$ cat src/source/tsp_pkg.sv
`default_nettype none

package tsp_pkg;

    // city numbering width, 5 bits gives up to 32 cities
    localparam int CITY_BITS = 5;

    // defaults picked up by the top level
    localparam int CITIES_DEF   = 32;
    localparam int REPLICAS_DEF = 4;

    localparam int SLOTS         = 8; // cities per tour word
    localparam int WORD_BITS     = SLOTS * CITY_BITS;
    localparam int WORD_IDX_BITS = CITY_BITS - 3;

    typedef logic [CITY_BITS-1:0] city_t;

    typedef logic [CITY_BITS-1:0] pos_t; // position inside a tour

    typedef logic [WORD_IDX_BITS-1:0] word_idx_t;

    // slot s of word w holds position 8w+s, slot 0 in the low bits
    typedef logic [WORD_BITS-1:0] tour_word_t;

    typedef enum logic [1:0] {
        SHOW = 2'd0, // stream unchanged
        OR0  = 2'd1, // city at K moves to L
        OR1  = 2'd2, // city at L moves to K
        TWO  = 2'd3  // reverse K..L
    } move_kind_t;

    typedef logic [1:0] replica_t;

endpackage

`default_nettype wire

$ cat src/source/move_dispatch.sv
`timescale 1ns/1ps
`default_nettype none

module move_dispatch #(
    parameter int REPLICAS = 4
) (
    input  wire logic                  clk,
    input  wire logic                  reset,
    input  wire logic                  cmd_valid_i,
    input  wire tsp_pkg::replica_t     cmd_replica_i,
    input  wire tsp_pkg::move_kind_t   cmd_kind_i,
    input  wire tsp_pkg::pos_t         cmd_k_i,
    input  wire tsp_pkg::pos_t         cmd_l_i,
    input  wire logic                  stream_done_i,
    output logic [REPLICAS-1:0]        start_o,
    output tsp_pkg::move_kind_t        kind_o,
    output tsp_pkg::pos_t              k_o,
    output tsp_pkg::pos_t              l_o,
    output logic                       busy_o,
    output logic                       reject_o
);

    logic range_ok;
    logic accept;

    assign range_ok = (cmd_kind_i == tsp_pkg::SHOW) || (cmd_k_i < cmd_l_i);
    assign accept   = cmd_valid_i && !busy_o && range_ok && (cmd_replica_i < REPLICAS);

    always_ff @(posedge clk) begin
        if (reset) begin
            start_o  <= '0;
            busy_o   <= 1'b0;
            reject_o <= 1'b0;
        end else begin
            start_o  <= accept ? (REPLICAS'(1) << cmd_replica_i) : '0; // one-hot lane select
            reject_o <= cmd_valid_i && !accept;
            if (accept) begin
                busy_o <= 1'b1;
            end else if (stream_done_i) begin
                busy_o <= 1'b0; // drops the cycle after the last word
            end
        end
    end

    // move fields stay put until the next accepted command
    always_ff @(posedge clk) begin
        if (accept) begin
            kind_o <= cmd_kind_i;
            k_o    <= cmd_k_i;
            l_o    <= cmd_l_i;
        end
    end

endmodule

`default_nettype wire

$ cat config.mk
export PLATFORM = sky130hd
export DESIGN_NAME = move_dispatch
export DESIGN_NICKNAME = d
export VERILOG_FILES = /design/src/source/tsp_pkg.sv /design/src/source/move_dispatch.sv
export SDC_FILE = /design/constraint.sdc
export NUM_CORES = 1
export LEC_CHECK = 0
export BUFFER_PORTS_ARGS = -buffer_cell sky130_fd_sc_hd__buf_2
export CAP_MARGIN = 25
export CORE_MARGIN = 2
export CORE_UTILIZATION = 45
export DETAILED_ROUTE_END_ITERATION = 8
export PLACE_DENSITY = 0.91
export SYNTH_ARGS = -nofsm -noshare
export SYNTH_HDL_FRONTEND = slang
export SYNTH_SLANG_ARGS = --single-unit
$ cat constraint.sdc
create_clock -name clk -period 3.09 [get_ports clk]
set_input_delay 0.4635 -clock clk [delete_from_list [all_inputs] [get_ports clk]]
set_output_delay 0.4635 -clock clk [all_outputs]
set_load 0.05 [all_outputs]
Yosys cells after proc, flatten, opt, wreduce, memory -nomap -nowiden

Index checks and enable logic that the tools add are counted.

Register bits: 18
Input bits: 18
Output and inout bits: 18
Logic and storage cells: 20

Order comparisons: 1
Shift operators: 1
Multiplexer cells: 2
Bitwise gates (word level): 1
Reduce and logical (&&, ||, !) cells: 9

Operators by type and width:

| operator                                         | count |
|---|---|
| less-than comparator 5 bit                       | 1 |
| left shift 1 x 2 -> 4 bit (first input constant) | 1 |
| logical AND 1 bit                                | 3 |
| zero test 1 bit                                  | 2 |
| zero test 2 bit                                  | 1 |
| 2-to-1 mux 1 bit                                 | 2 |
| nonzero test 2 bit                               | 1 |
| OR reduction 2 bit                               | 1 |
| logical OR 1 bit                                 | 1 |
| inverter 1 bit                                   | 1 |

Depth between registers and ports, before layout

Depth after elaboration: 5
Depth in mapped cells: 7
Mapped depth without buffers: 7

Least setup slack after synthesis

OpenSTA, ideal clock, no wires.

Path type: input to register
Start: input port cmd_l_i[4]
End: register k_o[0] (enable)
Arrival time: 1.533 ns
Path slack: 1.209 ns
Stages: 5
Buffers on the path: 0
Cells stage by stage: inv_1 -> ha_1 -> a2111oi_4 -> o22ai_2 -> inv_1

Longest elaborated chain between the ends: 3

Ends and longest elaborated chain:

| item                       | line                | text |
|---|---|---|
| start: declaration         | move_dispatch.sv:13 | `input wire tsp_pkg::pos_t cmd_l_i,` |
| less-than comparator 5 bit | move_dispatch.sv:26 | `assign range_ok = (cmd_kind_i == tsp_pkg::SHOW) \|\| (cmd_k_i < cmd_l_i);` |
| logical OR 1 bit           | move_dispatch.sv:26 |  |
| logical AND 1 bit          | move_dispatch.sv:27 | `assign accept = cmd_valid_i && !busy_o && range_ok && (cmd_replica_i < REPLICAS);` |
| via accept                 | move_dispatch.sv:24 | `logic accept;` |
| end signal: assignment     | move_dispatch.sv:49 | `k_o <= cmd_k_i;` |
| end: declaration           | move_dispatch.sv:17 | `output tsp_pkg::pos_t k_o,` |

The timed path passes the listed nets, and every way through them passes these cells.
A chain may end at the register's enable or synchronous reset.

Final worst setup path

Start: input port cmd_l_i[4]
End: register l_o[4] (enable)

Longest elaborated chain between the ends: 3

Ends and longest elaborated chain:

| item                       | line                | text |
|---|---|---|
| less-than comparator 5 bit | move_dispatch.sv:26 |  |
| logical OR 1 bit           | move_dispatch.sv:26 |  |
| logical AND 1 bit          | move_dispatch.sv:27 |  |
| via accept                 | move_dispatch.sv:24 |  |
| end signal: assignment     | move_dispatch.sv:50 | `l_o <= cmd_l_i;` |
| end: declaration           | move_dispatch.sv:18 | `output tsp_pkg::pos_t l_o,` |

The timed path passes the listed nets, and every way through them passes these cells.

==> metrics.txt <==
maximum clock frequency 540 MHz; worst r2r src busy_o; clock insertion delay at the later pin of the skew report 0.28 ns; floorplan die area 1870 µm²; worst-case reg-to-reg path depth 4; ranking of synthesized cells by area edfxtp_1 52%, dfxtp_1 17%, ha_1 7.2%; slew at the pin closest to its max-slew limit ~0.47 ns; Initial Utilization 0.472; Resized cells post-CTS 0; dominant register cell in the synthesized netlist edfxtp_1; number of endpoints failing setup at the final stage 0; yosys synthesis warning count 0; post-synth net total 65; startpoint-to-endpoint class of the critical path in2reg; global placement routability congestion 0.684; proportion of power drawn by flip-flops and latches 0.518; leading area contributor after synthesis edfxtp_1; total congestion overflow 0; Pre-antenna DRT Iters 3; average routed wire per standard cell 13.2 µm; multiplexer fraction of the synthesized cell area 0; Met2 Routed Length around 690 µm; Peak supply drop 0.362 mV; cell area after placement a little under 900 µm²; Site Rows 14; violation count after the first detailed-route iteration 6; Period Utilization, post-route 0.599; net total in the final layout 105; top-count cell post-synth edfxtp_1; count of H-tree levels built during CTS 1; Max clock buf depth 2; Slowest Stage Delay on Critical Path 0.39 ns; cell depth of the worst hold path 1; number of inserted diodes 0; register area share after synthesis 0.692; area fraction in and, or, nand and nor cells after synthesis 0.119; count of flip-flops with a built-in enable after synthesis 12; final wirelength 1.29 mm; multi-input logic area 191 µm²; number of fill cells in the layout around 120; share of Yosys cell area claimed by the top area cell type 0.519; area grow syn2layout 33.3%; residual antenna-violating net count after detailed routing 0; cell types with the highest counts after synthesis 12 x edfxtp_1, 6 x dfxtp_1, 6 x inv_1; hold worst-path end k_o[0]; Synth async-reset ratio 0; number of antenna violations at the first check in global routing 0; ratio of cells with drive above 1 in the final layout 0.512; Setup crit end kind flop; wire length of the first global-routing pass 2.06 mm; reg-to-reg endpoint l_o[4]; headroom to the max-slew limit 0.688; final period demand of the worst path 1.85 ns; critical path required time 3.02 ns; Hold Fails Final Rpt 0; cell family contributing the most delay on the critical path buffers and inverters; overall via count from detail_route 495; number of pins exceeding their max-slew limit in the final report 0; combinational family with the most area after synthesis simple AND/OR/NAND/NOR gates; adder-cell area share of the yosys netlist 0.0721; number of standard cells in the final layout excluding fillers slightly below 100; complex-gate fraction of the synthesized area 0.0847; post-route met1 wirelength ~480 µm; routed length on met3 104 µm; Post-Synth XOR/XNOR Area 0; critical path fanouts, max 13; Non-Filler Cell Area, Final 926 µm²; total of hold buffers inserted after clock tree synthesis 0; number of remaining DRC errors 0; mapped cell area 694 µm²; synth unique cells 17; Gate Count Post-Synth 43; number of clock buffers inserted by TritonCTS 3; number of sinks handled by clock tree synthesis 18; FF+latch area 480 µm²; number of top-level pins 36; Core Region 1470 µm²; mean post-synth cell area 16.1 µm²; internal power 0.000382 W; critical path startpoint category primary input; unrepaired setup endpoints after global routing false; cell with the largest stage delay on the worst path inv_1; clk slew on worst S/H paths ~0.1 ns; proportion of power drawn by the clock network 0.252; Net Sw Power 0.000165 W; data arrival time of the critical path 1.79 ns; number of placed instances with taps included 94; total of max-cap violations 0; total power draw roughly 0.00055 W; post-CTS setup buffer count 0; result of the run finished clean; largest net degree at the start of global routing 14; buffer type at the clock tree root clkbuf_4; number of buffers inserted by port buffering 35; number of buffers and inverters on the critical path 3; Hold/Removal Path Class in2reg; cells along the critical path buf_2 -> inv_1 -> ha_1 -> a2111oi_4 -> o22ai_2 -> inv_1; post-synthesis register bit count 18; vias per inst 5.05; worst clock skew between 0.003 and 0.004 ns; chip width 43.3 µm; TritonCTS clock tree yes; uppermost signal routing layer after detailed routing met4; register-to-register path setup slack 1.38 ns; Final TNS setup 0 ns; switching share of power 0.302; most repeated library cell on the critical path inv_1; via count of the first global-routing pass 477; power per standard cell area 591 nW/µm²; vertical die dimension 43.3 µm; GRT Total Usage 0.155; detailed placer's ending HPWL around 1.1 mm; part of the power in combinational logic 0.230; leakage dissipation 0.433 nW; start point of the worst min-delay path cmd_k_i[0]
==> worst register-to-register path, stage by stage, from the launching register on <==
cell and delay [ns]:
dfxtp_1 0.39, nor4b_4 0.32, nand3b_1 0.16, o22ai_2 0.11, inv_1 0.39
==> flip-flops by register name (all words and copies together), names as in the netlist <==
name,count
l_o,5
start_o,4
kind_o,2
reject_o,1
k_o,5
busy_o,1
==> through the flow <==
step / utilization / hold WS, ns / setup WS (ns)
floorplan: - / 0.533 / 1.21
global placement: 0.605 / 0.643 / 1.02
detailed placement: 0.605 / 0.655 / 0.931
CTS: 0.629 / 0.360 / 1.24
global route: 0.629 / 0.347 / 1.17
finish: 0.629 / 0.362 / 1.24
==> per-layer routing <==
| metal | global-route usage | vias up |
|---|---|---|
| met5 | 0 | - |
| met4 | 0.0909 | 0 |
| met3 | 0.0170 | 2 |
| met2 | 0.296 | 23 |
| met1 | 0.155 | 233 |
| li1 | - | 237 |
==> power groups by stage <==
stage / combinational (W) / clock (W) / sequential (W)
3_3_place_gp: 0.000122 / 0 / 0.000289
4_1_cts: 0.000127 / 0.000141 / 0.000284
2_1_floorplan: 0.0000289 / 0 / 0.000350
6_report: 0.000126 / 0.000138 / 0.000284
5_1_grt: 0.000133 / 0.000154 / 0.000285
3_5_place_dp: 0.000127 / 0 / 0.000290
==> cells by family (layout without fill, tap and decap cells) <==
kind of cell,count (synthesis),count (layout)
fa+ha+maj,4,4
buf+inv,6,45
simple gates,10,10
flops,18,18
compound gates,5,5
==> cell type report <==
cell class                      instances  share of cell area
Multi-Input combinational cell         19               0.207
Clock buffer                            4              0.0392
Inverter                                6              0.0243
Timing Repair Buffer                   35               0.189
Tap cell                               16              0.0216
Sequential cell                        18               0.519
==> worst max path at each step <==
stage / slack (ns) / endpoint / cells after the start / from
finish: 1.24 / l_o[4] / 6 / cmd_l_i[4]
global route: 1.17 / k_o[3] / 6 / cmd_l_i[4]
CTS: 1.24 / l_o[4] / 6 / cmd_l_i[4]
detailed placement: 0.93 / l_o[1] / 6 / cmd_l_i[4]
global placement: 1.02 / k_o[1] / 5 / cmd_k_i[4]
floorplan: 1.21 / k_o[0] / 5 / cmd_l_i[4]
==> cells in the final DEF (no fill, tap or decap), drive strengths merged, types with 2 or more instances in the layout <==
cell type  netlist  layout
nor3             2       2
clkbuf           0       4
buf              0      35
nor4b            3       3
ha               4       4
dfxtp            6       6
inv              6       6
edfxtp          12      12
(Power assumes the default switching activity.)
